File: config.mk
export PLATFORM = sky130hd
export DESIGN_NAME = fdc_index_gen
export DESIGN_NICKNAME = d
export VERILOG_FILES = /design/src/source/fdc_index_gen.sv
export SDC_FILE = /design/constraint.sdc
export NUM_CORES = 1
export LEC_CHECK = 0
export BUFFER_PORTS_ARGS = -buffer_cell sky130_fd_sc_hd__buf_2
export CAP_MARGIN = 20
export CORE_AREA = 8 8 45 47
export CTS_BUF_LIST = sky130_fd_sc_hd__clkbuf_2 sky130_fd_sc_hd__clkbuf_4 sky130_fd_sc_hd__clkbuf_8
export CTS_CLUSTER_DIAMETER = 150
export DETAILED_ROUTE_END_ITERATION = 16
export DIE_AREA = 0 0 53 55
export PLACE_DENSITY_LB_ADDON = 0.12
export SLEW_MARGIN = 20
export SYNTH_ARGS = -nofsm -noshare
export SYNTH_HDL_FRONTEND = slang
export SYNTH_SLANG_ARGS = --single-unit
File: constraint.sdc
create_clock -name clk_sys -period 1.79 [get_ports clk_sys]
set_clock_uncertainty 0.1 [all_clocks]
set_input_delay 0.358 -clock clk_sys [delete_from_list [all_inputs] [get_ports clk_sys]]
set_output_delay 0.358 -clock clk_sys [all_outputs]
set_load 0.05 [all_outputs]
File: src/source/fdc_index_gen.sv
// index pulse only while ready; INDEX_PERIOD should be well above 32 cycles
`timescale 1ns/10ps

module fdc_index_gen #(
	parameter int INDEX_PERIOD = 4096
) (
	input  logic clk_sys,
	input  logic reset_spin,
	input  logic ready,
	output logic index
);
	localparam int CW = $clog2(INDEX_PERIOD);

	logic [CW-1:0] cnt; // position within one revolution

	always_ff @(posedge clk_sys) begin
		if (reset_spin || !ready)
			cnt <= '0;
		else if (cnt == CW'(INDEX_PERIOD - 1))
			cnt <= '0;
		else
			cnt <= cnt + 1'b1;
	end

	assign index = ready && (cnt < CW'(32)); // hole passes the sensor

endmodule

* Word level (Yosys, flattened, before mapping)
Index checks and enable logic that the tools add are counted. W data, S select, Z words.
Cells by class: add/subtract/negate cells 1, multiply operators 0, divide/modulo/power cells 0, order comparisons 1, equality and inequality tests 1, shifts and indexed selects 0, multiplexer cells 0, bitwise logic cells 0, reductions and logical operators 4
Operators with widths (count):
- $add A12 B1 Y12 const B | 1
- $eq A12 B12 Y1 const B | 1
- $lt A12 B6 Y1 const B | 1
- $reduce_or A2 Y1 | 1
- $logic_and A1 B1 Y1 | 1
- $logic_not A1 Y1 | 1
- $logic_or A1 B1 Y1 | 1
Word-level totals: bits in registers 12, latch bits 0, memory bits (writable) 0, bits in read-only memories 0, bits of input ports 3, output and inout port bits 1, word-level logic and storage cells 8, memories 0

* Depth between registers and ports, before layout
depth after elaboration 3, mapped depth 4, gate-level depth less buffers 4

* Worst setup path after synthesis
Ideal clock, no wire load.
path kind reg2out, start reg cnt[9], end out index, arrival 1.070 ns, required time 1.332 ns, setup slack 0.262 ns, cell stages (with the launch flop) 3, buffers on the path 0, path through dfxtp_1 nor4_1 and4b_1
Between the ends: cells in the longest elaborated chain, start to end 2
RTL lines:
- from (decl) | line 14 | logic [CW-1:0] cnt;
- from (signal assigned) | line 22 | cnt <= cnt + 1'b1;
- $lt A12 B6 Y1 | line 25 | assign index = ready && (cnt < CW'(32));
- $logic_and A1 B1 Y1 | line 25
- to (decl) | line 10 | output logic index
No other way between the ends.

* Final worst setup path
start reg cnt[10], end out index
The elaborated chain is that of the path after synthesis.

==> summary.txt <==
Final Max Tran Viols -> 0
Number of instances on the worst hold path -> 1
Diode insertion count for antenna repair -> 0
Top library cells by usage in the layout, fill and taps aside -> dfxtp_1, nor2_1, nand2_1, nand3_1, a21oi_1
Routed wire length -> 1080 um
Total overflow reported by the global router -> 0
Wire length of the first global-routing pass -> 1930 um
Number of standard-cell rows in the floorplan -> 14
Share of flip-flops with an asynchronous set or reset -> 0%
Root buf cell -> clkbuf_4
Core footprint -> 1380 um2
Layout cell share with drive strength beyond 1 -> 22.5%
TritonCTS buffer count -> 3
Level count of the clock H-tree -> 1
Total leakage power -> 0.222 nW
Maximum vdd ir drop -> 382 uV
RD Place Congestion -> 0.767
Total placed cells including tap cells -> 83
Depth of the worst register-to-register path -> 4
Most used DFF post-synth -> dfxtp_1
Pwr/cell area -> 771 nW/um2
Sinks on Clock Net -> 12
Mean instance size in the synthesized netlist -> 9.16 um2
Signal arrival time at the worst endpoint -> 1270 ps
Path category of the worst min-delay check -> flop to flop
Clock transition time at the flip-flop clock pins of the worst setup and hold paths -> 80 ps
Via count -> 472
DIE AREA -> 2920 um2
Critical path startpoint category -> flop
Gate Count Post-Synth -> 63
Buffers from clock root to sink, at most -> 2
Required arrival time at the worst endpoint -> 1330 ps
# fillers -> 135
Number of vias per cell after detailed routing -> 5.43
Critical Setup Path Class -> flop to primary output
I/O Buffers -> 3
Max capacitance violation total -> 0
Detailed router's first-iteration violation count -> 5
Worst-path fanout max -> 4
Share of synthesized area occupied by flip-flops and latches -> 41.6%
Final count of hold timing violations -> 0
Chip Width -> 53 um
HPWL after DPL -> 776 um
Cell area after synthesis -> 577 um2
Setup slack, reg-to-reg -> 190 ps
Fmax -> 578 MHz
Number of antenna violations at the first check in global routing -> 0
Ports -> 4
Worst-Margin Slew -> 328 ps
Overall fraction of global-route tracks in use -> 9.05%
Largest net degree at the start of global routing -> 12
Number of distinct library cells after synthesis -> 25
Timing startpoint of the critical path -> cnt[10]
Launch point of the worst reg-to-reg path -> cnt[0]
DRC violations left -> 0
Syn nets -> 67
Outcome -> finished clean
Area Growth Syn to Fin -> 15.2%
Initial Utilization -> 41.7%
Quantity of hold-fixing buffers added after cts -> 0
Final setup viols -> 0
TritonCTS clock tree -> yes
Routed wirelength normalized by instance count -> 12.4 um
Post-synth EDFFs -> 0
Setup TNS -> 0 ps
First drt pass iteration count -> 4
Min Clock Period, post-route -> 1730 ps
Insertion delay to the later sink of the worst-skew pair -> 270 ps
Seq cells post-synth -> 12
Flip-flop count of the largest register after layout -> 12
Number of warning messages in the yosys log -> 0
Last element of the critical path -> index
Vert. Die Dim -> 55 um
Setup crit end kind -> primary output
Largest reg by FF count -> cnt
Headroom to the max-slew limit -> 78.1%
R2r endpoint -> cnt[10]
Buffer count from post-CTS setup fixing -> 0
Non-filler cells, final -> 87
Post-CTS resize count -> 2
Period utilization -> 96.7%
Via count of the first global-routing pass -> 439
Setup repair after global routing missed its margin -> false
Most frequent standard cell in the layout excluding fill and tap cells -> dfxtp_1
Number of antenna-violating nets in the routed design -> 0
Regs by FF count -> cnt (12)
Final net count -> 76
==> critical path, stage by stage (launching register included) <==
cell and delay [ps]:
dfxtp_1 350, nor4_2 260, and4b_1 230, buf_6 160
==> cell type report <==
| cell class | count | area, um2 | share of cell area [%] |
|---|---|---|---|
| tap | 16 | 20.0 | 3.01 |
| timing repair buffer | 5 | 36.3 | 5.46 |
| inverter | 2 | 7.51 | 1.13 |
| sequential | 12 | 240 | 36.2 |
| multi-input combinational | 48 | 324 | 48.8 |
| clock buffer | 4 | 36.3 | 5.46 |
==> cell usage after synthesis, drive strengths merged, types with 2 or more instances <==
cell	instances	share of area, %
nand4	2	2.2
a21oi	6	5.9
inv	2	1.3
dfxtp	12	42
o21ai	4	3.5
nor2	5	3.3
nand2	5	3.3
o31ai	2	2.6
nand3	5	4.3
or3	4	4.8
xor2	3	4.6
or4	3	4.6
==> worst min path at each step <==
stage,start,end
detailed placement,cnt[0],cnt[0]
global placement,cnt[0],cnt[0]
finish,cnt[0],cnt[0]
CTS,cnt[0],cnt[0]
floorplan,cnt[0],cnt[0]
global route,cnt[0],cnt[0]
==> kinds of logic after synthesis <==
kind of cell             synth area share [%]
buffers and inverters                    3.25
flip-flops                               41.6
AND/OR/NAND/NOR                          29.1
AO/OA/AOI/OAI                            19.3
XOR/XNOR                                 4.56
adder cells (fa/ha/maj)                  2.17
==> stage by stage <==
step | setup WS, ps | hold slack, ps | instance area (um2) | power [mW] | utilization [%]
after global routing | 10.0 | 370 | 664 | 0.538 | 48.0
after floorplan | 262 | 318 | 577 | 0.292 | -
after global placement | 233 | 331 | 616 | 0.301 | 44.5
after CTS | 4.64 | 355 | 658 | 0.526 | 47.6
after detailed placement | 203 | 344 | 616 | 0.300 | 44.5
final | 59.0 | 354 | 664 | 0.512 | 48.0
==> layer usage <==
metal	global-route usage [%]	part of all wire [%]	vias up
met3	2.41	5.3	2
met5	0	0	-
met2	13.1	43	6
met1	11.3	50	211
met4	6.47	0.83	0
li1	-	-	253
==> power by group <==
group	internal [mW]	switching (mW)	total [mW]	leakage [nW]
logic	0.0113	0.0139	0.0252	0.104
clock network	0.124	0.0932	0.217	0.0210
registers	0.269	0.00144	0.270	0.0969
No activity file was read; power rests on OpenSTA's default activity.
