### src/source/fdc_pkg.sv
// shared fdc types; sectors are fixed at 512 bytes and map to one storage block each
package fdc_pkg;

	// ==============================
	// host registers
	// ==============================
	typedef logic [1:0] reg_addr_t;

	localparam reg_addr_t A_STATUS  = 2'd0; // read side of address 0
	localparam reg_addr_t A_COMMAND = 2'd0; // write side of address 0
	localparam reg_addr_t A_TRACK   = 2'd1;
	localparam reg_addr_t A_SECTOR  = 2'd2;
	localparam reg_addr_t A_DATA    = 2'd3;

	typedef logic [7:0]  byte_t;
	typedef logic [7:0]  track_t;
	typedef logic [7:0]  sector_t;
	typedef logic [8:0]  buf_addr_t;
	typedef logic [31:0] lba_t;

	localparam int SECTOR_BYTES = 512;

	// command opcodes, upper nibble; bit 0 of step/read/write is the update or multi flag
	localparam logic [3:0] CMD_RESTORE   = 4'h0;
	localparam logic [3:0] CMD_SEEK      = 4'h1;
	localparam logic [3:0] CMD_STEP      = 4'h2;
	localparam logic [3:0] CMD_STEP_IN   = 4'h4;
	localparam logic [3:0] CMD_STEP_OUT  = 4'h6;
	localparam logic [3:0] CMD_READ      = 4'h8;
	localparam logic [3:0] CMD_WRITE     = 4'hA;
	localparam logic [3:0] CMD_FORCE_INT = 4'hD;

	// ==============================
	// internal buses
	// ==============================
	typedef struct packed {
		logic      wr_pulse; // rising wr seen
		logic      rd_done;  // falling rd seen
		reg_addr_t addr;
		byte_t     data;
	} host_event_t;

	typedef struct packed {
		logic    start_read;
		logic    start_write;
		track_t  track;
		logic    side;
		sector_t sector;
	} block_req_t;

	typedef struct packed {
		buf_addr_t addr;
		byte_t     wdata;
		logic      we;
	} buf_port_t;

	typedef enum logic [2:0] {
		ST_IDLE,
		ST_SETTLE,
		ST_SEARCH,
		ST_FETCH,
		ST_XFER_WAIT,
		ST_XFER,
		ST_FLUSH,
		ST_END
	} engine_state_t;

endpackage

### src/source/fdc_storage_link.sv
// one outstanding block request at a time; waits as long as needed for sd_ack
`timescale 1ns/10ps

module fdc_storage_link #(
	parameter int SECTORS_PER_TRACK = 9
) (
	input  logic                clk_sys,
	input  logic                reset_spin,
	input  fdc_pkg::block_req_t req,
	input  logic                sd_ack,
	output logic                sd_rd,
	output logic                sd_wr,
	output fdc_pkg::lba_t       sd_lba,
	output logic                block_done
);
	import fdc_pkg::*;

	logic ack_q;
	logic active; // request raised and block not yet finished
	lba_t lba;

	// (track * 2 + side) * spt + sector - 1
	assign lba = lba_t'({req.track, req.side}) * lba_t'(SECTORS_PER_TRACK)
			+ lba_t'(req.sector) - lba_t'(1);

	always_ff @(posedge clk_sys) begin
		if (req.start_read || req.start_write)
			sd_lba <= lba;

		if (reset_spin) begin
			sd_rd      <= 1'b0;
			sd_wr      <= 1'b0;
			ack_q      <= 1'b0;
			active     <= 1'b0;
			block_done <= 1'b0;
		end else begin
			ack_q      <= sd_ack;
			block_done <= 1'b0;
			if (req.start_read || req.start_write) begin
				sd_rd  <= req.start_read;
				sd_wr  <= req.start_write;
				active <= 1'b1;
			end else if (sd_ack && !ack_q) begin
				sd_rd <= 1'b0; // storage has taken the request
				sd_wr <= 1'b0;
			end
			if (active && ack_q && !sd_ack) begin
				active     <= 1'b0;
				block_done <= 1'b1; // falling ack ends the block
			end
		end
	end

endmodule

### config.mk
export PLATFORM = sky130hd
export DESIGN_NAME = fdc_storage_link
export DESIGN_NICKNAME = d
export VERILOG_FILES = /design/src/source/fdc_pkg.sv /design/src/source/fdc_storage_link.sv
export SDC_FILE = /design/constraint.sdc
export NUM_CORES = 1
export LEC_CHECK = 0
export BUFFER_PORTS_ARGS = -buffer_cell sky130_fd_sc_hd__buf_2
export CORE_UTILIZATION = 30
export DETAILED_ROUTE_END_ITERATION = 7
export SKIP_LAST_GASP = 1
export SYNTH_ARGS = -nofsm -noshare
export SYNTH_HDL_FRONTEND = slang
export SYNTH_SLANG_ARGS = --single-unit
### constraint.sdc
create_clock -name clk_sys -period 6.05 [get_ports clk_sys]
set_clock_uncertainty 0.1 [all_clocks]
set_input_delay 0.605 -clock clk_sys [delete_from_list [all_inputs] [get_ports clk_sys]]
set_output_delay 0.605 -clock clk_sys [all_outputs]
set_load 0.02 [all_outputs]
Word-level counts from Yosys, hierarchy flattened
Cells that the tools add are included.
- output and inout bits: 35
- register bits after elaboration: 37
- bits of input ports: 22
- word-level logic and storage cells: 21
- $add $sub $neg: 2
- $mul: 1
- reductions and logical operators: 8
- muxes and demuxes: 4
- operators by type and width (kind ; number):
    $sub 14x1->15 const B ; 1
    $add 13x8->14 ; 1
    $mul 9x4->13 const B ; 1
    $mux 1 ; 4
    $logic_and 1x1->1 ; 3
    $logic_not 1->1 ; 2
    $reduce_bool 2->1 ; 1
    $reduce_or 2->1 ; 1
    $logic_or 1x1->1 ; 1

Longest topological paths before layout
- depth in word-level cells: 4
- mapped depth: 11
- mapped depth without buffers: 11

Least setup slack after synthesis
No wires, ideal clock.
- path type: input-to-reg
- start point: input req[7] (netlist bit)
- end point: register sd_lba[13], data pin
- setup time: 0.261 ns
- arrival: 3.203 ns
- stages on the path: 11
- data required time: 5.689 ns
- slack: 2.487 ns
- buffers on the path: 0
- cells stage by stage: ha_1 > fa_1 > inv_1 > fa_1 > inv_1 > ha_1 > and4_1 > a21boi_2 > a21oi_2 > a211o_2 > xor2_1
- cells in the longest elaborated chain, start to end: 2
- ends and longest elaborated chain (what ; line ; source):
    from (decl) ; fdc_storage_link.sv:9 ; input fdc_pkg::block_req_t req,
    $add 13x8->14 ; fdc_storage_link.sv:24 ; + lba_t'(req.sector) - lba_t'(1);
    $sub 14x1->15 ; fdc_storage_link.sv:24 ;
    via lba[13] ; fdc_storage_link.sv:20 ; lba_t lba;
    to (signal assigned) ; fdc_storage_link.sv:28 ; sd_lba <= lba;
    to (decl) ; fdc_storage_link.sv:13 ; output fdc_pkg::lba_t sd_lba,
The timed path passes the listed nets, and every way through them passes these cells.
A chain may end at the register's enable or synchronous reset.

Final worst setup path
- start point: input req[15] (netlist bit)
- end point: register sd_lba[13], data pin
- cells in the longest elaborated chain, start to end: 3
- ends and longest elaborated chain (what ; line ; source):
    $mul 9x4->13 ; fdc_storage_link.sv:23 ; assign lba = lba_t'({req.track, req.side}) * lba_t'(SECTORS_PER_TRACK)
    $add 13x8->14 ; fdc_storage_link.sv:24 ;
    $sub 14x1->15 ; fdc_storage_link.sv:24 ;
    via lba[13] ; fdc_storage_link.sv:20 ;
The timed path passes the listed nets, and every way through them passes these cells.

==> out/qor.csv <==
metric,value,unit
status,completed,
r2r_start,ack_q,
cts.clk_slew.worst_paths,0.08,ns
hold_viol,0,
vdd_ir_drop_max,121,uV
ioPinCount,57,
antenna_left,0,
drive_gt1_share,30.0,%
dp.cells,298,
grt_pass1_vias,1200,
grt.total_usage,9.96,%
setup_tns,0,ns
die_h,81.6,um
finalMaxSlewViolations,0,
worstHoldPathCells,1,
dpl_cell_area,2140,um^2
worstSetupPathDepth,12,
layout_common_cells,"buf_2, inv_1, ha_1, edfxtp_1, fa_1",
fill_cells,638,
drcViolationCount,0,
rows,28,
hold_path.class,flop to flop,
rrSetupSlack,5.15,ns
rsz0062_at_grt,no,
synth_cell_type_count,36,
grt_antenna_before_repair,0,
firstDrtPassIters,4,
fin_crit,3.53,ns
post-route-period-util,58.4,%
power_density,332,nW/um^2
max_stage_delay,0.52,ns
numClockSinks,20,
drt_iter0_drc,43,
dieArea,6660,um^2
fin_cells,302,
worstSetupPathType,input pin to flop,
h-tree-depth,1,
r2r_end,sd_rd,
worst_path_dominant_cell_family,adder cells,
worstSkewPairLatency,0.26,ns
antenna_cells,0,
synthCells,185,
hold_ws,0.363,ns
globalplace.congestion,0.819,
grt_max_degree,19,
io_buffers,56,
grt-ovfl-total,0,
ys_ff_latch,20,
worstPathArrival,3.44,ns
fp.dieW,81.6,um
syn-cell-area,1900,um^2
leakage,1.18,nW
cts_buffers,3,
cts-root-buf,clkbuf_8,
critical-path-slowest-cell,fa_1,
avgSynthCellArea,10.3,um^2
reg2regPathDepth,3,
crit_fanout,5,
clockBufferDepth,2,
min_from,ack_q,
cts_hold_buffers,0,
fmax,283,MHz
crit_chain,buf_2 -> ha_1 -> fa_1 -> inv_1 -> fa_1 -> inv_1 -> ha_1 -> and4_1 -> a21boi_2 -> a21oi_2 -> a211o_2 -> xor2_1,
critical_path_required,5.96,ns
cts_tree,built,
final_nets,293,
relSlewSlack,55.0,%
stdcell_area,2210,um^2
synth-main-ff-cell,edfxtp_1,
max_slew.worst_pin.slew,0.673,ns
crit_path_end,sd_lba[13],
setup.worst_path.start_class,input pin,
grt_first_pass_wirelength,5140,um
syn_nets,250,
area_growth_syn_to_layout,16.2,%
routed_wirelength,3030,um
core_area,6030,um^2
wl_per_cell,10.0,um
utilization,36.7,%
dp_hpwl,2650,um
setup_violations,0,
ys.warnings.count,0,
maxCapViolations,0,
async_reset_ff_share,0,%
layout_commonest_cell,buf_2,
postCtsSetupBuffers,0,
crit_path_start,req[15],
dr_total_vias,1251,
critPathBufInv,3,
worst_setup_path_end_kind,flop,
synth_edf_count,15,
initial_core_util,31.6,%
ys_seq_area_share,28.9,%
via_per_inst,4.14,
ctsResizeCount,0,
per-layer routing:
metal	global-route usage [%]	routed length [um]
met1	13.4	1520
met2	15.7	1300
met3	1.33	155
met4	4.74	58
met5	0	0
cell type report:
class / count / area (um^2) / area share (%)
inverters: 44 / 165 / 7.47
repair buffers: 56 / 280 / 12.7
flip-flops and latches: 20 / 551 / 24.9
clock buffers: 4 / 66.3 / 3.00
multi-input cells: 103 / 1050 / 47.7
well taps: 75 / 93.8 / 4.24
cell families (layout without fill, tap and decap cells):
kind of cell	Yosys count	count (layout)	synth area share (%)
AND/OR/NAND/NOR	24	24	6.51
AO/OA/AOI/OAI	26	26	10.5
buffers and inverters	62	104	15.6
XOR/XNOR	10	10	4.61
adder cells (fa/ha/maj)	43	43	33.8
flip-flops	20	20	28.9
synth_stat cells, types with 2 or more instances:
| library cell | instances | area (um^2) |
|---|---|---|
| dfxtp_1 | 5 | 100 |
| nor2_1 | 10 | 37.5 |
| o21a_1 | 2 | 15.0 |
| xor2_1 | 4 | 35.0 |
| a21oi_1 | 5 | 25.0 |
| a31oi_1 | 3 | 18.8 |
| fa_1 | 14 | 280 |
| buf_4 | 17 | 128 |
| xnor2_1 | 6 | 52.6 |
| ha_1 | 29 | 363 |
| edfxtp_1 | 15 | 450 |
| a21oi_2 | 2 | 17.5 |
| inv_1 | 44 | 165 |
| a21o_1 | 5 | 37.5 |
| nand2_1 | 3 | 11.3 |
worst reg2reg max path: cells and delay by family, from the launching register on:
family,cells,cell delay [ns]
AOI/OAI and AO/OA,1,0.17
DFF,1,0.32
and+or+nand+nor,2,0.21
metrics by stage:
step	total power [mW]	setup WS, ns
global placement	0.621	2.27
CTS	0.742	2.53
finish	0.733	2.52
global route	0.800	2.38
detailed placement	0.623	2.24
floorplan	0.543	2.49
registers in the layout, indices dropped and copies added, names as in the netlist:
signal      cells
sd_lba         15
ack_q           1
active          1
block_done      1
sd_rd           1
sd_wr           1
report_power, final:
group	internal (mW)	leakage [nW]	switching [mW]
Combinational	0.155	0.954	0.240
Sequential	0.208	0.195	0.0132
Clock	0.0717	0.0339	0.0452
worst min path at each step:
stage,end,slack [ns]
after floorplan,active,0.33
after global placement,active,0.35
after detailed placement,active,0.35
after CTS,active,0.37
after global routing,active,0.40
final,active,0.36
(Power assumes the default switching activity.)
