**src/source/fdc_pkg.sv**
```systemverilog
// shared fdc types; sectors are fixed at 512 bytes and map to one storage block each
package fdc_pkg;

	// ==============================
	// host registers
	// ==============================
	typedef logic [1:0] reg_addr_t;

	localparam reg_addr_t A_STATUS  = 2'd0; // read side of address 0
	localparam reg_addr_t A_COMMAND = 2'd0; // write side of address 0
	localparam reg_addr_t A_TRACK   = 2'd1;
	localparam reg_addr_t A_SECTOR  = 2'd2;
	localparam reg_addr_t A_DATA    = 2'd3;

	typedef logic [7:0]  byte_t;
	typedef logic [7:0]  track_t;
	typedef logic [7:0]  sector_t;
	typedef logic [8:0]  buf_addr_t;
	typedef logic [31:0] lba_t;

	localparam int SECTOR_BYTES = 512;

	// command opcodes, upper nibble; bit 0 of step/read/write is the update or multi flag
	localparam logic [3:0] CMD_RESTORE   = 4'h0;
	localparam logic [3:0] CMD_SEEK      = 4'h1;
	localparam logic [3:0] CMD_STEP      = 4'h2;
	localparam logic [3:0] CMD_STEP_IN   = 4'h4;
	localparam logic [3:0] CMD_STEP_OUT  = 4'h6;
	localparam logic [3:0] CMD_READ      = 4'h8;
	localparam logic [3:0] CMD_WRITE     = 4'hA;
	localparam logic [3:0] CMD_FORCE_INT = 4'hD;

	// ==============================
	// internal buses
	// ==============================
	typedef struct packed {
		logic      wr_pulse; // rising wr seen
		logic      rd_done;  // falling rd seen
		reg_addr_t addr;
		byte_t     data;
	} host_event_t;

	typedef struct packed {
		logic    start_read;
		logic    start_write;
		track_t  track;
		logic    side;
		sector_t sector;
	} block_req_t;

	typedef struct packed {
		buf_addr_t addr;
		byte_t     wdata;
		logic      we;
	} buf_port_t;

	typedef enum logic [2:0] {
		ST_IDLE,
		ST_SETTLE,
		ST_SEARCH,
		ST_FETCH,
		ST_XFER_WAIT,
		ST_XFER,
		ST_FLUSH,
		ST_END
	} engine_state_t;

endpackage

```
**src/source/fdc_host_port.sv**
```systemverilog
// host strobes are levels sampled on clk_sys; events come one cycle after the edge
`timescale 1ns/10ps

module fdc_host_port (
	input  logic                 clk_sys,
	input  logic                 reset_spin,
	input  logic                 rd,
	input  logic                 wr,
	input  fdc_pkg::reg_addr_t   addr,
	input  fdc_pkg::byte_t       din,
	output fdc_pkg::host_event_t host_event
);
	import fdc_pkg::*;

	logic      rd_q;
	logic      wr_q;
	reg_addr_t rd_addr; // address held across the read cycle

	always_ff @(posedge clk_sys) begin
		// payload, follows the strobe edges
		if (rd && !rd_q)
			rd_addr <= addr;
		if (wr && !wr_q) begin
			host_event.addr <= addr;
			host_event.data <= din;
		end else if (rd_q && !rd) begin
			host_event.addr <= rd_addr;
		end

		if (reset_spin) begin
			rd_q                <= 1'b0;
			wr_q                <= 1'b0;
			host_event.wr_pulse <= 1'b0;
			host_event.rd_done  <= 1'b0;
		end else begin
			rd_q                <= rd;
			wr_q                <= wr;
			host_event.wr_pulse <= wr && !wr_q;
			host_event.rd_done  <= rd_q && !rd && !(wr && !wr_q); // write edge wins
		end
	end

endmodule

```
**config.mk**
```make
export PLATFORM = sky130hd
export DESIGN_NAME = fdc_host_port
export DESIGN_NICKNAME = d
export VERILOG_FILES = /design/src/source/fdc_pkg.sv /design/src/source/fdc_host_port.sv
export SDC_FILE = /design/constraint.sdc
export NUM_CORES = 1
export LEC_CHECK = 0
export ABC_AREA = 1
export BUFFER_PORTS_ARGS = -buffer_cell sky130_fd_sc_hd__buf_2
export CORE_AREA = 2 2 39 41
export DETAILED_ROUTE_END_ITERATION = 16
export DIE_AREA = 0 0 41 43
export PLACE_DENSITY_LB_ADDON = 0.1
export REMOVE_ABC_BUFFERS = 1
export SLEW_MARGIN = 5
export SYNTH_ARGS = -nofsm -noshare
export SYNTH_HDL_FRONTEND = slang
export SYNTH_SLANG_ARGS = --single-unit
```
**constraint.sdc**
```tcl
create_clock -name clk_sys -period 2.3 [get_ports clk_sys]
set_clock_uncertainty 0.05 [all_clocks]
set_input_delay 0.115 -clock clk_sys [delete_from_list [all_inputs] [get_ports clk_sys]]
set_output_delay 0.115 -clock clk_sys [all_outputs]
set_load 0.01 [all_outputs]
```
Word-level counts from Yosys, hierarchy flattened
Index checks and enable logic that the tools add are counted.
{"block": "word_totals", "regBits": 16, "inputBits": 14, "output_inout_bits": 12, "word_cells": 18}
{"block": "op_classes", "mux": 2, "reduce_logical": 9}
{"operator": "logical AND 1 bit", "count": 4}
{"operator": "logical NOT 1 bit", "count": 4}
{"operator": "two-way mux 2 bit", "count": 2}
{"operator": "nonzero test 2 bit", "count": 1}

Logic depth before layout (Yosys ltp)
Gate-level depths: netlist (run 1).
{"block": "depth", "word_depth": 4, "depth_mapped": 4, "mapped_depth_nobuf": 4}

Least setup slack after synthesis (run 1)
No wires, ideal clock.
{"block": "synth_timing", "kind": "register to register", "start": "register wr_q", "end": "register host_event[0] (netlist name) (enable)", "setup_time_ns": 0.324, "arrival_time_ns": 0.627, "required_time_ns": 1.926, "path_slack_ns": 1.299, "path_stages_with_launch": 4, "path_buffers": 0, "synth_period_minus_slack_ns": 1.001, "path_cell_list": "dfxtp_1 -> inv_1 -> nand2_2 -> inv_1"}
{"block": "synth_between", "elab_chain_len": 2}
{"element": "start: declaration", "line_no": "fdc_host_port.sv:16", "text": "logic wr_q;"}
{"element": "start signal: assignment", "line_no": "fdc_host_port.sv:37", "text": "wr_q <= wr;"}
{"element": "logical NOT 1 bit", "line_no": "fdc_host_port.sv:23", "text": "if (wr && !wr_q) begin"}
{"element": "logical AND 1 bit", "line_no": "fdc_host_port.sv:23"}
{"element": "end: declaration", "line_no": "fdc_host_port.sv:11", "text": "output fdc_pkg::host_event_t host_event"}
No other way between the ends.
A chain may end at the register's enable or synchronous reset.

Final worst setup path (run 1)
{"block": "layout_timing", "start": "register wr_q", "end": "register host_event[1] (netlist name) (enable)"}
The elaborated chain is that of the path after synthesis.

==> out/qor.csv, run 1 <==
stage,metric,value,unit
floorplan,Starting Density,37.6,%
synth,"FF+latch count, synth",16,
sta,"Period Utilization, post-route",48.0,%
final_layout,fin nets,91,
clocking,H-tree level count,1,
global_route,initial antenna violation count,0,
critical_path,CP top delay family,buffers and inverters,
global_route,GRT Total Usage,12.5,%
sta,Fin. Hold Viols,0,
floorplan,Die W,41,um
synth,Synth Cell Area,520,um^2
final_layout,Final Cell Area,802,um^2
place,Detailed Place HPWL,616,um
critical_path,crit path DAT,1.01,ns
critical_path,CP Class,reg -> reg,
sta,Min Hold Slack,0.0255,ns
min_path,hold depth,3,
clocking,Worst-path clk slew,0.09,ns
critical_path,Critical-path top delay cell,dfxtp_1,
final_layout,antenna fix cells,0,
clocking,TritonCTS clock tree,built,
detailed_routing,first-pass detailed-route iteration total,2,
clocking,postcts setup bufs,0,
sta,final slew viol count,0,
synth,Netlist cell types,7,
critical_path,Crit. End Element,flip-flop,
synth,Ys Warns,0,
run_status,status,completed,
sta,Slew Limit Headroom,80.1,%
final_layout,layout cells sized above 1,38.2,%
run,count of maximum capacitance violations,0,
clocking,Max Root-Sink Buffers,2,
critical_path,"Max FO, Critical Path",8,
critical_path,critical path required time,2.21,ns
detailed_routing,post-detailed-routing wire length,889,um
sta,slew at the pin with the worst max-slew slack,0.298,ns
critical_path,Buf/Inv on CP,2,
detailed_routing,initial drt markers,1,
critical_path,Crit path depth,3,
min_path,Hold Path Class,in -> reg,
place,port buffer count,25,
clocking,CTS buffer count,3,
floorplan,Row Count,14,
floorplan,die area,1760,um^2
floorplan,Top Ports,26,
final_layout,P&R area growth vs syn,54.1,%
synth,Syn Area/Cell,14.5,um^2
global_route,vias in the first global route,382,
sta,unrepaired setup endpoints after global routing,no,
sta,min cycle time layout,1.10,ns
critical_path,CP Cell Sequence,"inv_1, nand2_2, inv_1",
clocking,clock sink count,16,
detailed_routing,Via density,4.09,
global_route,first-pass GRT wire length,1480,um
detailed_routing,Antenna Nets Post-Route,0,
synth,Post-Synthesis Cells,36,
sta,"Setup violations, final",0,
sta,Fmax,905,MHz
place,Post-DP Area,666,um^2
clocking,Worst-Skew Late Latency,0.27,ns
critical_path,Critical Path Max Stage Delay,0.31,ns
clocking,PostCTS Resize Cnt,0,
detailed_routing,DR WL/cell,9.66,um
sta,post-route setup TNS,0,ns
floorplan,Core Area,1380,um^2
global_route,pin count of the biggest net entering global routing,10,
critical_path,Worst path most repeated cell,inv_1,
place,GPL Wtd Cong,0.719,
power,Leak,0.374,nW
power,peak supply drop,0.475,mV
critical_path,depth of the worst register-to-register path,3,
global_route,total gr overflow,0,
detailed_routing,DRC viols,0,
clocking,CTS Hold Buffers Added,11,
clocking,Root Buffer,clkbuf_4,
floorplan,DIE HEIGHT,43,um
detailed_routing,via count,376,
power,P per Cell Area,667,nW/um^2
synth,sequential share of the synthesized area,84.6,%
critical_path,critical path startpoint category,flip-flop,
==> kinds of logic after synthesis <==
| family | share of synthesized area (%) |
|---|---|
| and+or+nand+nor | 11.8 |
| buffers and inverters | 3.61 |
| DFF | 84.6 |
==> layout make-up <==
class                   instances  area (um^2)
flip-flops and latches         16          440
fillers                       119          582
multi-input cells              15         61.3
repair buffers                 36          235
clock inverters                 1         3.75
inverters                       5         18.8
well taps                      16         20.0
clock buffers                   3         22.5
==> through the flow <==
step | power, mW | worst slack (ns) | utilization, % | std cells
6_report | 0.535 | 1.20 | 58.0 | 92
5_1_grt | 0.561 | 1.12 | 58.0 | 92
4_1_cts | 0.539 | 1.19 | 58.0 | 92
3_5_place_dp | 0.385 | 1.20 | 48.1 | 77
3_3_place_gp | 0.385 | 1.23 | 48.1 | 77
2_1_floorplan | 0.359 | 1.30 | - | 36
==> final timing paths <==
path | from | end | slack [ns]
setup / recovery | wr_q | host_event[1] | 1.20
hold reg to reg | rd_q | host_event[10] | 0.43
hold / removal | rd | rd_q | 0.03
setup reg to reg | wr_q | host_event[1] | 1.20
==> layout by cell type (no fill, tap or decap), drive strengths merged <==
cell	n
buf	25
edfxtp	12
dlygate4sd3	11
nand2	8
inv	5
nor2	5
dfxtp	4
clkbuf	3
nand3	2
clkinv	1
==> layer usage <==
metal	wire, um	GRT usage [%]
met4	0	6.00
met5	0	0
met2	452	19.7
met1	376	15.3
met3	60	3.14
==> state kept, by name (all words and copies together), names as in the netlist <==
register	cells
rd_addr	2
host_event	12
rd_q	1
wr_q	1
==> report_power, final <==
part / switching [mW] / internal (mW) / leakage [nW] / total [mW]
logic: 0.0280 / 0.0316 / 0.211 / 0.0597
registers: 0.00345 / 0.329 / 0.149 / 0.332
clock network: 0.0806 / 0.0628 / 0.0154 / 0.143
total: 0.112 / 0.423 / 0.374 / 0.535
==> synth_stat cells <==
| library cell | count | area [um^2] |
|---|---|---|
| nand2_1 | 7 | 26.3 |
| nand3_1 | 2 | 10.0 |
| inv_1 | 5 | 18.8 |
| edfxtp_1 | 12 | 360 |
| nand2_2 | 1 | 6.26 |
| dfxtp_1 | 4 | 80.1 |
| nor2_1 | 5 | 18.8 |
==> tightest hold or removal path: stages <==
cell	delay (ns)
buf_2	0.07
inv_1	0.05
nor2_1	0.08
(Power assumes the default switching activity.)
==> run 2, diff against run 1 <==
clock period = 1.1 ns   (was 2.3 ns; I/O delays follow)
==> run 2 against run 1 <==
Clock power is 100% higher. Fmax is 8.5% higher. Final area up 4.2%. Total power grew 110%. First-iteration DRC count up 100%. Critical path type unchanged.
==> out/qor.csv, run 2 (synthesized netlist as in run 1, its figures left out) <==
stage,metric,value,unit
power,P per Cell Area,1350,nW/um^2
floorplan,Core Area,1380,um^2
final_layout,Filler Cell Count,111,
critical_path,crit path DAT,0.96,ns
floorplan,Starting Density,37.6,%
final_layout,largest register by flop count,host_event,
floorplan,Top Ports,26,
global_route,initial antenna violation count,0,
clocking,H-tree level count,1,
final_layout,"commonest non-fill, non-tap cell in the layout",buf_2,
clocking,Worst-path clk slew,0.08,ns
detailed_routing,DRC viols,0,
critical_path,Crit. End Element,flip-flop,
clocking,Root Buffer,clkbuf_4,
final_layout,Largest regs,"host_event: 12 flops, rd_addr: 2 flops",
global_route,first-pass GRT wire length,1540,um
floorplan,Die W,41,um
final_layout,Multi-input gate area,63.8,um^2
power,peak supply drop,0.935,mV
global_route,pin count of the biggest net entering global routing,10,
final_layout,Non-Filler Instances,95,
clocking,TritonCTS clock tree,built,
detailed_routing,post-detailed-routing wire length,912,um
detailed_routing,via count,392,
clocking,CTS buffer count,3,
global_route,GRT Total Usage,13.8,%
critical_path,CP Class,reg -> reg,
power,total power,1.12,mW
critical_path,critical path required time,1.05,ns
final_layout,antenna fix cells,0,
critical_path,"Max FO, Critical Path",5,
detailed_routing,Antenna Nets Post-Route,0,
final_layout,fin nets,94,
global_route,vias in the first global route,365,
run,count of maximum capacitance violations,0,
final_layout,most frequent cells in the layout,"25 x buf_2, 13 x dlygate4sd3_1, 12 x edfxtp_1",
min_path,Hold Path Class,in -> reg,
clocking,clock sink count,16,
final_layout,flip-flop count of the largest register after layout,12,
place,port buffer count,25,
sta,Slew Limit Headroom,88.0,%
place,Placed Cells incl. Taps,78,
floorplan,die area,1760,um^2
power,Leak,0.381,nW
critical_path,critical path startpoint category,flip-flop,
sta,slew at the pin with the worst max-slew slack,0.180,ns
floorplan,Row Count,14,
clocking,Max Root-Sink Buffers,2,
final_layout,Layout Utilization,60.4,%
sta,"Setup violations, final",0,
detailed_routing,first-pass detailed-route iteration total,3,
place,Detailed Place HPWL,617,um
sta,Fmax,983,MHz
place,GPL Wtd Cong,0.656,
detailed_routing,DR WL/cell,9.60,um
floorplan,DIE HEIGHT,43,um
global_route,total gr overflow,0,
final_layout,layout cells sized above 1,40.5,%
detailed_routing,Via density,4.13,
sta,Fin. Hold Viols,0,
sta,final slew viol count,0,
sta,post-route setup TNS,0,ns
clocking,Worst-Skew Late Latency,0.27,ns
detailed_routing,initial drt markers,2,
sta,"Period Utilization, post-route",92.5,%
final_layout,register area,440,um^2
final_layout,P&R area growth vs syn,60.6,%
sta,min cycle time layout,1.02,ns
run_status,status,completed,
-- run 2: final timing paths --
kind,end,start,cells after the start,slack [ns]
worst max-delay path,host_event[8],wr_q,4,0.08
worst min-delay path,host_event[9],wr,3,0.09
worst max register to register,host_event[8],wr_q,4,0.08
worst min register to register,host_event[10],rd_q,2,0.44
-- run 2: worst max-delay path: stages, from the launching register on --
cell and delay [ns]:
dfxtp_1 0.30, inv_1 0.09, nand2_2 0.08, buf_4 0.16
nand2_2 0.07
-- run 2: final cells by class --
type | instances | share of cell area, %
Multi-Input combinational cell | 15 | 7.63
Clock inverter | 1 | 0.449
Clock buffer | 3 | 2.69
Inverter | 5 | 2.69
Tap cell | 16 | 2.40
Sequential cell | 16 | 52.7
Timing Repair Buffer | 39 | 31.4
-- run 2: stage by stage --
stage	hold slack, ns	cell area (um^2)	setup WS [ns]
global route	0.121	836	-0.00168
CTS	0.0855	830	0.0444
global placement	0.184	673	0.0789
floorplan	0.0762	520	0.0986
detailed placement	0.183	673	0.0534
finish	0.0939	836	0.0823
-- run 2: where the power goes --
part	internal [mW]	switching (mW)
Clock	0.131	0.162
Combinational	0.0749	0.0624
Sequential	0.687	0.00712
Total	0.893	0.232
-- run 2: repair_timing --
item,CTS,global route
gates resized for setup,0,2
endpoints found under the hold margin,13,0
hold buffers,13,0
buffers inserted,0,0
endpoints found under the setup margin,0,8
-- run 2: metal layers --
layer  wire length [um]  vias to the layer above  GRT usage (%)  part of all wire [%]
li1                   -                      207              -                     -
met1                357                      172           17.3                    39
met2                497                       11           20.6                    54
met3                 48                        2           3.14                   5.3
met4                  8                        0           8.00                  0.88
met5                  0                        -              0                     0
